<file path="src/logic/mips_alu_pkg.sv">
package mips_alu_pkg;

// ~~~~~~~~~~~~~~~~~~~~~~~~~~~~~~~~~~~~~~~~~~~~~~~~~~~~~~~~~~~~~~~~~~~~~~~~~
// datapath widths
// ~~~~~~~~~~~~~~~~~~~~~~~~~~~~~~~~~~~~~~~~~~~~~~~~~~~~~~~~~~~~~~~~~~~~~~~~~

localparam int DATA_W  = 32;
localparam int SHAMT_W = 5;
localparam int FUNC_W  = 5;

// ~~~~~~~~~~~~~~~~~~~~~~~~~~~~~~~~~~~~~~~~~~~~~~~~~~~~~~~~~~~~~~~~~~~~~~~~~
// ALU function codes
// ~~~~~~~~~~~~~~~~~~~~~~~~~~~~~~~~~~~~~~~~~~~~~~~~~~~~~~~~~~~~~~~~~~~~~~~~~

localparam logic [FUNC_W-1:0] FUNC_ADD  = 5'd0;
localparam logic [FUNC_W-1:0] FUNC_ADDU = 5'd1;
localparam logic [FUNC_W-1:0] FUNC_SUB  = 5'd2;
localparam logic [FUNC_W-1:0] FUNC_SUBU = 5'd3;
localparam logic [FUNC_W-1:0] FUNC_AND  = 5'd4;
localparam logic [FUNC_W-1:0] FUNC_OR   = 5'd5;
localparam logic [FUNC_W-1:0] FUNC_XOR  = 5'd6;
localparam logic [FUNC_W-1:0] FUNC_NOR  = 5'd7;
localparam logic [FUNC_W-1:0] FUNC_SLT  = 5'd8;
localparam logic [FUNC_W-1:0] FUNC_SLTU = 5'd9;
localparam logic [FUNC_W-1:0] FUNC_SLL  = 5'd10;
localparam logic [FUNC_W-1:0] FUNC_SRL  = 5'd11;
localparam logic [FUNC_W-1:0] FUNC_SRA  = 5'd12;
localparam logic [FUNC_W-1:0] FUNC_LUI  = 5'd13;
localparam logic [FUNC_W-1:0] FUNC_MULU = 5'd14;
localparam logic [FUNC_W-1:0] FUNC_MULS = 5'd15;
localparam logic [FUNC_W-1:0] FUNC_DIVU = 5'd16;
localparam logic [FUNC_W-1:0] FUNC_DIVS = 5'd17;
localparam logic [FUNC_W-1:0] FUNC_MFHI = 5'd18;
localparam logic [FUNC_W-1:0] FUNC_MFLO = 5'd19;
localparam logic [FUNC_W-1:0] FUNC_MTHI = 5'd20;
localparam logic [FUNC_W-1:0] FUNC_MTLO = 5'd21;

// status vector, one flag per bit
localparam int STATUS_W = 4;
localparam int ST_ZERO  = 0;
localparam int ST_NEG   = 1;
localparam int ST_OVF   = 2;
localparam int ST_DIVZ  = 3;

// result and status latency through the execute stage
localparam int EXEC_DELAY = 1;

endpackage

</file>
<file path="src/logic/mips_isa_pkg.sv">
package mips_isa_pkg;

// register format
typedef struct packed {
	logic [5:0] opcode;
	logic [4:0] rs;
	logic [4:0] rt;
	logic [4:0] rd;
	logic [4:0] shamt;
	logic [5:0] funct;
} instr_r_t;

// immediate format
typedef struct packed {
	logic [5:0]  opcode;
	logic [4:0]  rs;
	logic [4:0]  rt;
	logic [15:0] imm;
} instr_i_t;

typedef union packed {
	instr_r_t r;
	instr_i_t i;
} instr_t;

// ~~~~~~~~~~~~~~~~~~~~~~~~~~~~~~~~~~~~~~~~~~~~~~~~~~~~~~~~~~~~~~~~~~~~~~~~~
// primary opcodes
// ~~~~~~~~~~~~~~~~~~~~~~~~~~~~~~~~~~~~~~~~~~~~~~~~~~~~~~~~~~~~~~~~~~~~~~~~~

localparam logic [5:0] OP_SPECIAL = 6'h00;
localparam logic [5:0] OP_ADDI    = 6'h08;
localparam logic [5:0] OP_ADDIU   = 6'h09;
localparam logic [5:0] OP_SLTI    = 6'h0a;
localparam logic [5:0] OP_SLTIU   = 6'h0b;
localparam logic [5:0] OP_ANDI    = 6'h0c;
localparam logic [5:0] OP_ORI     = 6'h0d;
localparam logic [5:0] OP_XORI    = 6'h0e;
localparam logic [5:0] OP_LUI     = 6'h0f;

// ~~~~~~~~~~~~~~~~~~~~~~~~~~~~~~~~~~~~~~~~~~~~~~~~~~~~~~~~~~~~~~~~~~~~~~~~~
// SPECIAL funct field
// ~~~~~~~~~~~~~~~~~~~~~~~~~~~~~~~~~~~~~~~~~~~~~~~~~~~~~~~~~~~~~~~~~~~~~~~~~

localparam logic [5:0] FN_SLL   = 6'h00;
localparam logic [5:0] FN_SRL   = 6'h02;
localparam logic [5:0] FN_SRA   = 6'h03;
localparam logic [5:0] FN_SLLV  = 6'h04;
localparam logic [5:0] FN_SRLV  = 6'h06;
localparam logic [5:0] FN_SRAV  = 6'h07;
localparam logic [5:0] FN_MFHI  = 6'h10;
localparam logic [5:0] FN_MTHI  = 6'h11;
localparam logic [5:0] FN_MFLO  = 6'h12;
localparam logic [5:0] FN_MTLO  = 6'h13;
localparam logic [5:0] FN_MULT  = 6'h18;
localparam logic [5:0] FN_MULTU = 6'h19;
localparam logic [5:0] FN_DIV   = 6'h1a;
localparam logic [5:0] FN_DIVU  = 6'h1b;
localparam logic [5:0] FN_ADD   = 6'h20;
localparam logic [5:0] FN_ADDU  = 6'h21;
localparam logic [5:0] FN_SUB   = 6'h22;
localparam logic [5:0] FN_SUBU  = 6'h23;
localparam logic [5:0] FN_AND   = 6'h24;
localparam logic [5:0] FN_OR    = 6'h25;
localparam logic [5:0] FN_XOR   = 6'h26;
localparam logic [5:0] FN_NOR   = 6'h27;
localparam logic [5:0] FN_SLT   = 6'h2a;
localparam logic [5:0] FN_SLTU  = 6'h2b;

endpackage

</file>
<file path="src/logic/alu_decode.sv">
`timescale 1ns/1ps

module alu_decode
	( input  mips_isa_pkg::instr_t                instr
	, input  logic [mips_alu_pkg::DATA_W-1:0]     rs_val
	, input  logic [mips_alu_pkg::DATA_W-1:0]     rt_val
	, output logic [mips_alu_pkg::FUNC_W-1:0]     func
	, output logic [mips_alu_pkg::DATA_W-1:0]     data1
	, output logic [mips_alu_pkg::DATA_W-1:0]     data2
	, output logic [mips_alu_pkg::SHAMT_W-1:0]    shamt
	);

import mips_alu_pkg::*;
import mips_isa_pkg::*;

logic [DATA_W-1:0] imm_sext;
logic [DATA_W-1:0] imm_zext;
logic              unknown;

assign imm_sext = {{(DATA_W-16){instr.i.imm[15]}}, instr.i.imm};
assign imm_zext = {{(DATA_W-16){1'b0}}, instr.i.imm};

always_comb begin
	func    = FUNC_SLL;
	data1   = rs_val;
	data2   = rt_val;
	shamt   = '0;
	unknown = 1'b0;
	if (instr.r.opcode == OP_SPECIAL) begin
		// shifts live in funct 0x00..0x07, bit 2 selects the variable form
		if (instr.r.funct[5:3] == 3'b000) begin
			data1 = rt_val;
			shamt = instr.r.funct[2] ? rs_val[SHAMT_W-1:0] : instr.r.shamt;
		end
		case (instr.r.funct)
			FN_SLL, FN_SLLV: func = FUNC_SLL;
			FN_SRL, FN_SRLV: func = FUNC_SRL;
			FN_SRA, FN_SRAV: func = FUNC_SRA;
			FN_MFHI:         func = FUNC_MFHI;
			FN_MTHI:         func = FUNC_MTHI;
			FN_MFLO:         func = FUNC_MFLO;
			FN_MTLO:         func = FUNC_MTLO;
			FN_MULT:         func = FUNC_MULS;
			FN_MULTU:        func = FUNC_MULU;
			FN_DIV:          func = FUNC_DIVS;
			FN_DIVU:         func = FUNC_DIVU;
			FN_ADD:          func = FUNC_ADD;
			FN_ADDU:         func = FUNC_ADDU;
			FN_SUB:          func = FUNC_SUB;
			FN_SUBU:         func = FUNC_SUBU;
			FN_AND:          func = FUNC_AND;
			FN_OR:           func = FUNC_OR;
			FN_XOR:          func = FUNC_XOR;
			FN_NOR:          func = FUNC_NOR;
			FN_SLT:          func = FUNC_SLT;
			FN_SLTU:         func = FUNC_SLTU;
			default:         unknown = 1'b1;
		endcase
	end else begin
		// logical immediates and lui (0x0c..0x0f) take the zero-extended form
		data2 = instr.i.opcode[2] ? imm_zext : imm_sext;
		case (instr.i.opcode)
			OP_ADDI:  func = FUNC_ADD;
			OP_ADDIU: func = FUNC_ADDU;
			OP_SLTI:  func = FUNC_SLT;
			OP_SLTIU: func = FUNC_SLTU;
			OP_ANDI:  func = FUNC_AND;
			OP_ORI:   func = FUNC_OR;
			OP_XORI:  func = FUNC_XOR;
			OP_LUI:   func = FUNC_LUI;
			default:  unknown = 1'b1;
		endcase
	end
	// anything unrecognised becomes sll 0 by 0, a zero result
	if (unknown) begin
		func  = FUNC_SLL;
		data1 = '0;
		data2 = '0;
		shamt = '0;
	end
end

endmodule

</file>
<file path="config.mk">
export PLATFORM = sky130hd
export DESIGN_NAME = alu_decode
export DESIGN_NICKNAME = d
export VERILOG_FILES = /design/src/logic/mips_alu_pkg.sv /design/src/logic/mips_isa_pkg.sv /design/src/logic/alu_decode.sv
export SDC_FILE = /design/constraint.sdc
export NUM_CORES = 1
export LEC_CHECK = 0
export BUFFER_PORTS_ARGS = -buffer_cell sky130_fd_sc_hd__buf_2
export CAP_MARGIN = 15
export CELL_PAD_IN_SITES_DETAIL_PLACEMENT = 1
export CELL_PAD_IN_SITES_GLOBAL_PLACEMENT = 1
export CORE_ASPECT_RATIO = 0.8
export CORE_MARGIN = 2
export CORE_UTILIZATION = 21
export DETAILED_ROUTE_END_ITERATION = 8
export GPL_TIMING_DRIVEN = 0
export PLACE_DENSITY_LB_ADDON = 0.1
export SYNTH_ARGS = -nofsm -noshare
export SYNTH_HDL_FRONTEND = slang
export SYNTH_SLANG_ARGS = --single-unit
export TNS_END_PERCENT = 20
</file>
<file path="constraint.sdc">
create_clock -name vclk -period 3.8
set_clock_uncertainty 0.2 [all_clocks]
set_input_delay 1.14 -clock vclk [all_inputs]
set_output_delay 1.14 -clock vclk [all_outputs]
set_load 0.01 [all_outputs]
</file>
==> flow_summary.ini <==
[sta]
unrepaired_setup_endpoints_after_global_routing = true
fin_crit_ns = 3.950
finalSetupTns_ns = -6.415
slew_viol_final = 0
finalSetupViolCount = 71
max_freq_ghz = 0.2531
least_margin_pin_slew_ns = 0.9682
endpoints_failing_hold = 0
period_share_pct = 104.0
final_critical_path_setup_slack_ns = -0.1504
worst_slew_margin_rel_pct = 35.45

[global_routing]
grt_first_pass_wirelength_mm = 13.19
grt_start_max_net_pins = 11
grt_util_all_layers_pct = 20.52
vias_in_the_first_global_route = 2509
overflow = 0
grt_antenna_before_repair = 0

[synth]
yosys_warnings = 0
syn_std_cell_area_um2 = 1446
synth_top_cells_by_area = sky130_fd_sc_hd__mux2i_1, sky130_fd_sc_hd__a21oi_1, sky130_fd_sc_hd__nor2_1
synth.yosys.seq_area_share_pct = 0
netlist.area_leader.share_pct = 33.91
synth_area_per_cell_um2 = 6.486
post_synth_inst_count = 223
synth.largest_area_cell = sky130_fd_sc_hd__mux2i_1
yosysUniqueCellTypes = 37
synthesis.nets = 319

[cells_and_area]
area.growth.synth_to_final_pct = 110.6
flip_flop_and_latch_area_um2 = 0
layout_common_cells = sky130_fd_sc_hd__buf_2, sky130_fd_sc_hd__mux2i_1, sky130_fd_sc_hd__a21oi_2
finish.net_count = 492
clockBufferCount = 0
layout-drive-gt1-share_pct = 66.24
most_common_cell_after_layout_fill_and_taps_aside = sky130_fd_sc_hd__buf_2
flops_and_latches = 0
finalInstanceArea_um2 = 3045
insertedDiodeCount = 0
num-fill-cells = 881

[job]
max-cap-violations = 0

[drt]
dr.first_iter.drc_count = 61
number_of_nets_with_antenna_violations_after_detailed_routing = 0
wl_per_cell_um = 17.53
vias_per_cell = 5.112
routed_wl_mm = 8.430
drcViolationCount = 0
firstDrtPassIters = 4
detailroute.via_count = 2459

[critical_path]
crit_required_ns = 2.46
critical_path_fanouts_max = 8
cp.arrival_ns = 2.61
critical_path_class = primary input to output port
element_type_at_the_critical_path_start = primary input
timing.critical_path.to_type = output port

[floorplan]
floorplan.initialDensity_pct = 21.30
design.die.area_um2 = 7571
die_x_um = 96.79
io_pins = 170
die_h_um = 78.23
row_count = 27
area_of_the_core_um2 = 6790

[placement]
place.port_buffers = 159
area_post_placement_um2 = 2356
preCtsSetupSlack_ns = -0.5329
globalplace.congestion = 0.8078
dp.final_hpwl_mm = 6.264

[power_and_ir_drop]
seq_power_share_pct = 0
comb_power_share_pct = 100.0
vdd.ir_drop.worst_uv = 37.88
clock_power_share_pct = 0
leakage_nw = 1.739
net-switching-power_uw = 113.5
p_per_area_nw_per_um2 = 68.28
power_report.internal_total_uw = 94.46
sw_frac_of_total_pct = 54.57

[status]
violations = negative setup slack
status = finished, violations left

[hold_path]
hold_path_class = primary input to output port

[clocking]
cts-hold-fix-buffers = 0
metal layers:
| metal | vias to the layer above | routed length (um) | track usage, % |
|---|---|---|---|
| li1 | 1183 | - | - |
| met1 | 1180 | 3957 | 29.12 |
| met2 | 92 | 3988 | 35.35 |
| met3 | 4 | 432 | 2.226 |
| met4 | 0 | 51 | 0.7042 |
| met5 | - | 0 | 0 |
stage by stage:
| step | util (%) | power (mW) | hold WS (ns) | std cells |
|---|---|---|---|---|
| 2_1_floorplan | - | 0.07670 | 2.226 | 223 |
| 3_3_place_gp | 34.70 | 0.1641 | 2.434 | 469 |
| 3_5_place_dp | 34.70 | 0.1663 | 2.435 | 469 |
| 4_1_cts | 42.95 | 0.1964 | 2.430 | 481 |
| 5_1_grt | 44.85 | 0.2252 | 2.460 | 481 |
| 6_report | 44.85 | 0.2079 | 2.425 | 481 |
worst max-delay path: stages:
cell                        delay [ns]
sky130_fd_sc_hd__buf_8            0.10
sky130_fd_sc_hd__nor4_4           0.25
sky130_fd_sc_hd__buf_4            0.18
sky130_fd_sc_hd__and2_4           0.20
sky130_fd_sc_hd__o311ai_4         0.11
sky130_fd_sc_hd__buf_12           0.18
sky130_fd_sc_hd__clkbuf_16        0.16
sky130_fd_sc_hd__a21oi_2          0.13
sky130_fd_sc_hd__buf_2            0.15
logic make-up after synthesis:
group / synth area share, %
AO/OA/AOI/OAI: 42.22
buffers and inverters: 8.823
multiplexers: 34.69
AND/OR/NAND/NOR: 14.28
repair_timing:
item | in CTS | in global routing
gates resized for setup | 107 | 32
endpoints found under the setup margin | 74 | 74
setup buffers | 6 | 0
cloned | 6 | 0
pin swaps | 40 | 15
cells in the mapped netlist (all sizes together):
cell / instances
and2: 1
a21boi: 1
and4b: 1
a211oi: 6
o21ai: 6
a21o: 1
nor2b: 1
nand4: 1
o31ai: 1
nand2: 3
nand4b: 1
a222oi: 1
buf: 8
nand3b: 1
a31oi: 3
nor3: 2
o211ai: 1
a21oi: 77
nor3b: 1
a311oi: 1
and3: 1
o31a: 1
nor4: 1
nor2: 21
a2111oi: 1
o41ai: 1
o311ai: 1
mux2: 1
mux2i: 49
nand2b: 3
nand3: 1
inv: 5
clkbuf: 18
a311o: 1
power groups by stage:
stage	logic (mW)	registers, mW	clock network (mW)
2_1_floorplan	0.0767	0	0
3_3_place_gp	0.164	0	0
3_5_place_dp	0.166	0	0
4_1_cts	0.196	0	0
5_1_grt	0.225	0	0
6_report	0.208	0	0
final timing paths:
path | from | to | cells past startpoint
max | instr[29] | data2[12] | 9
min | rt_val[22] | data2[22] | 4
area by class of cell:
cell class	instances	area (um2)	share of cell area (%)
inverters	5	18.77	0.6163
multi-input cells	193	1643	53.94
repair buffers	170	1008	33.11
well taps	87	108.9	3.574
plain buffers	26	266.5	8.751
Note: power is estimated with default switching activity, not from simulation.
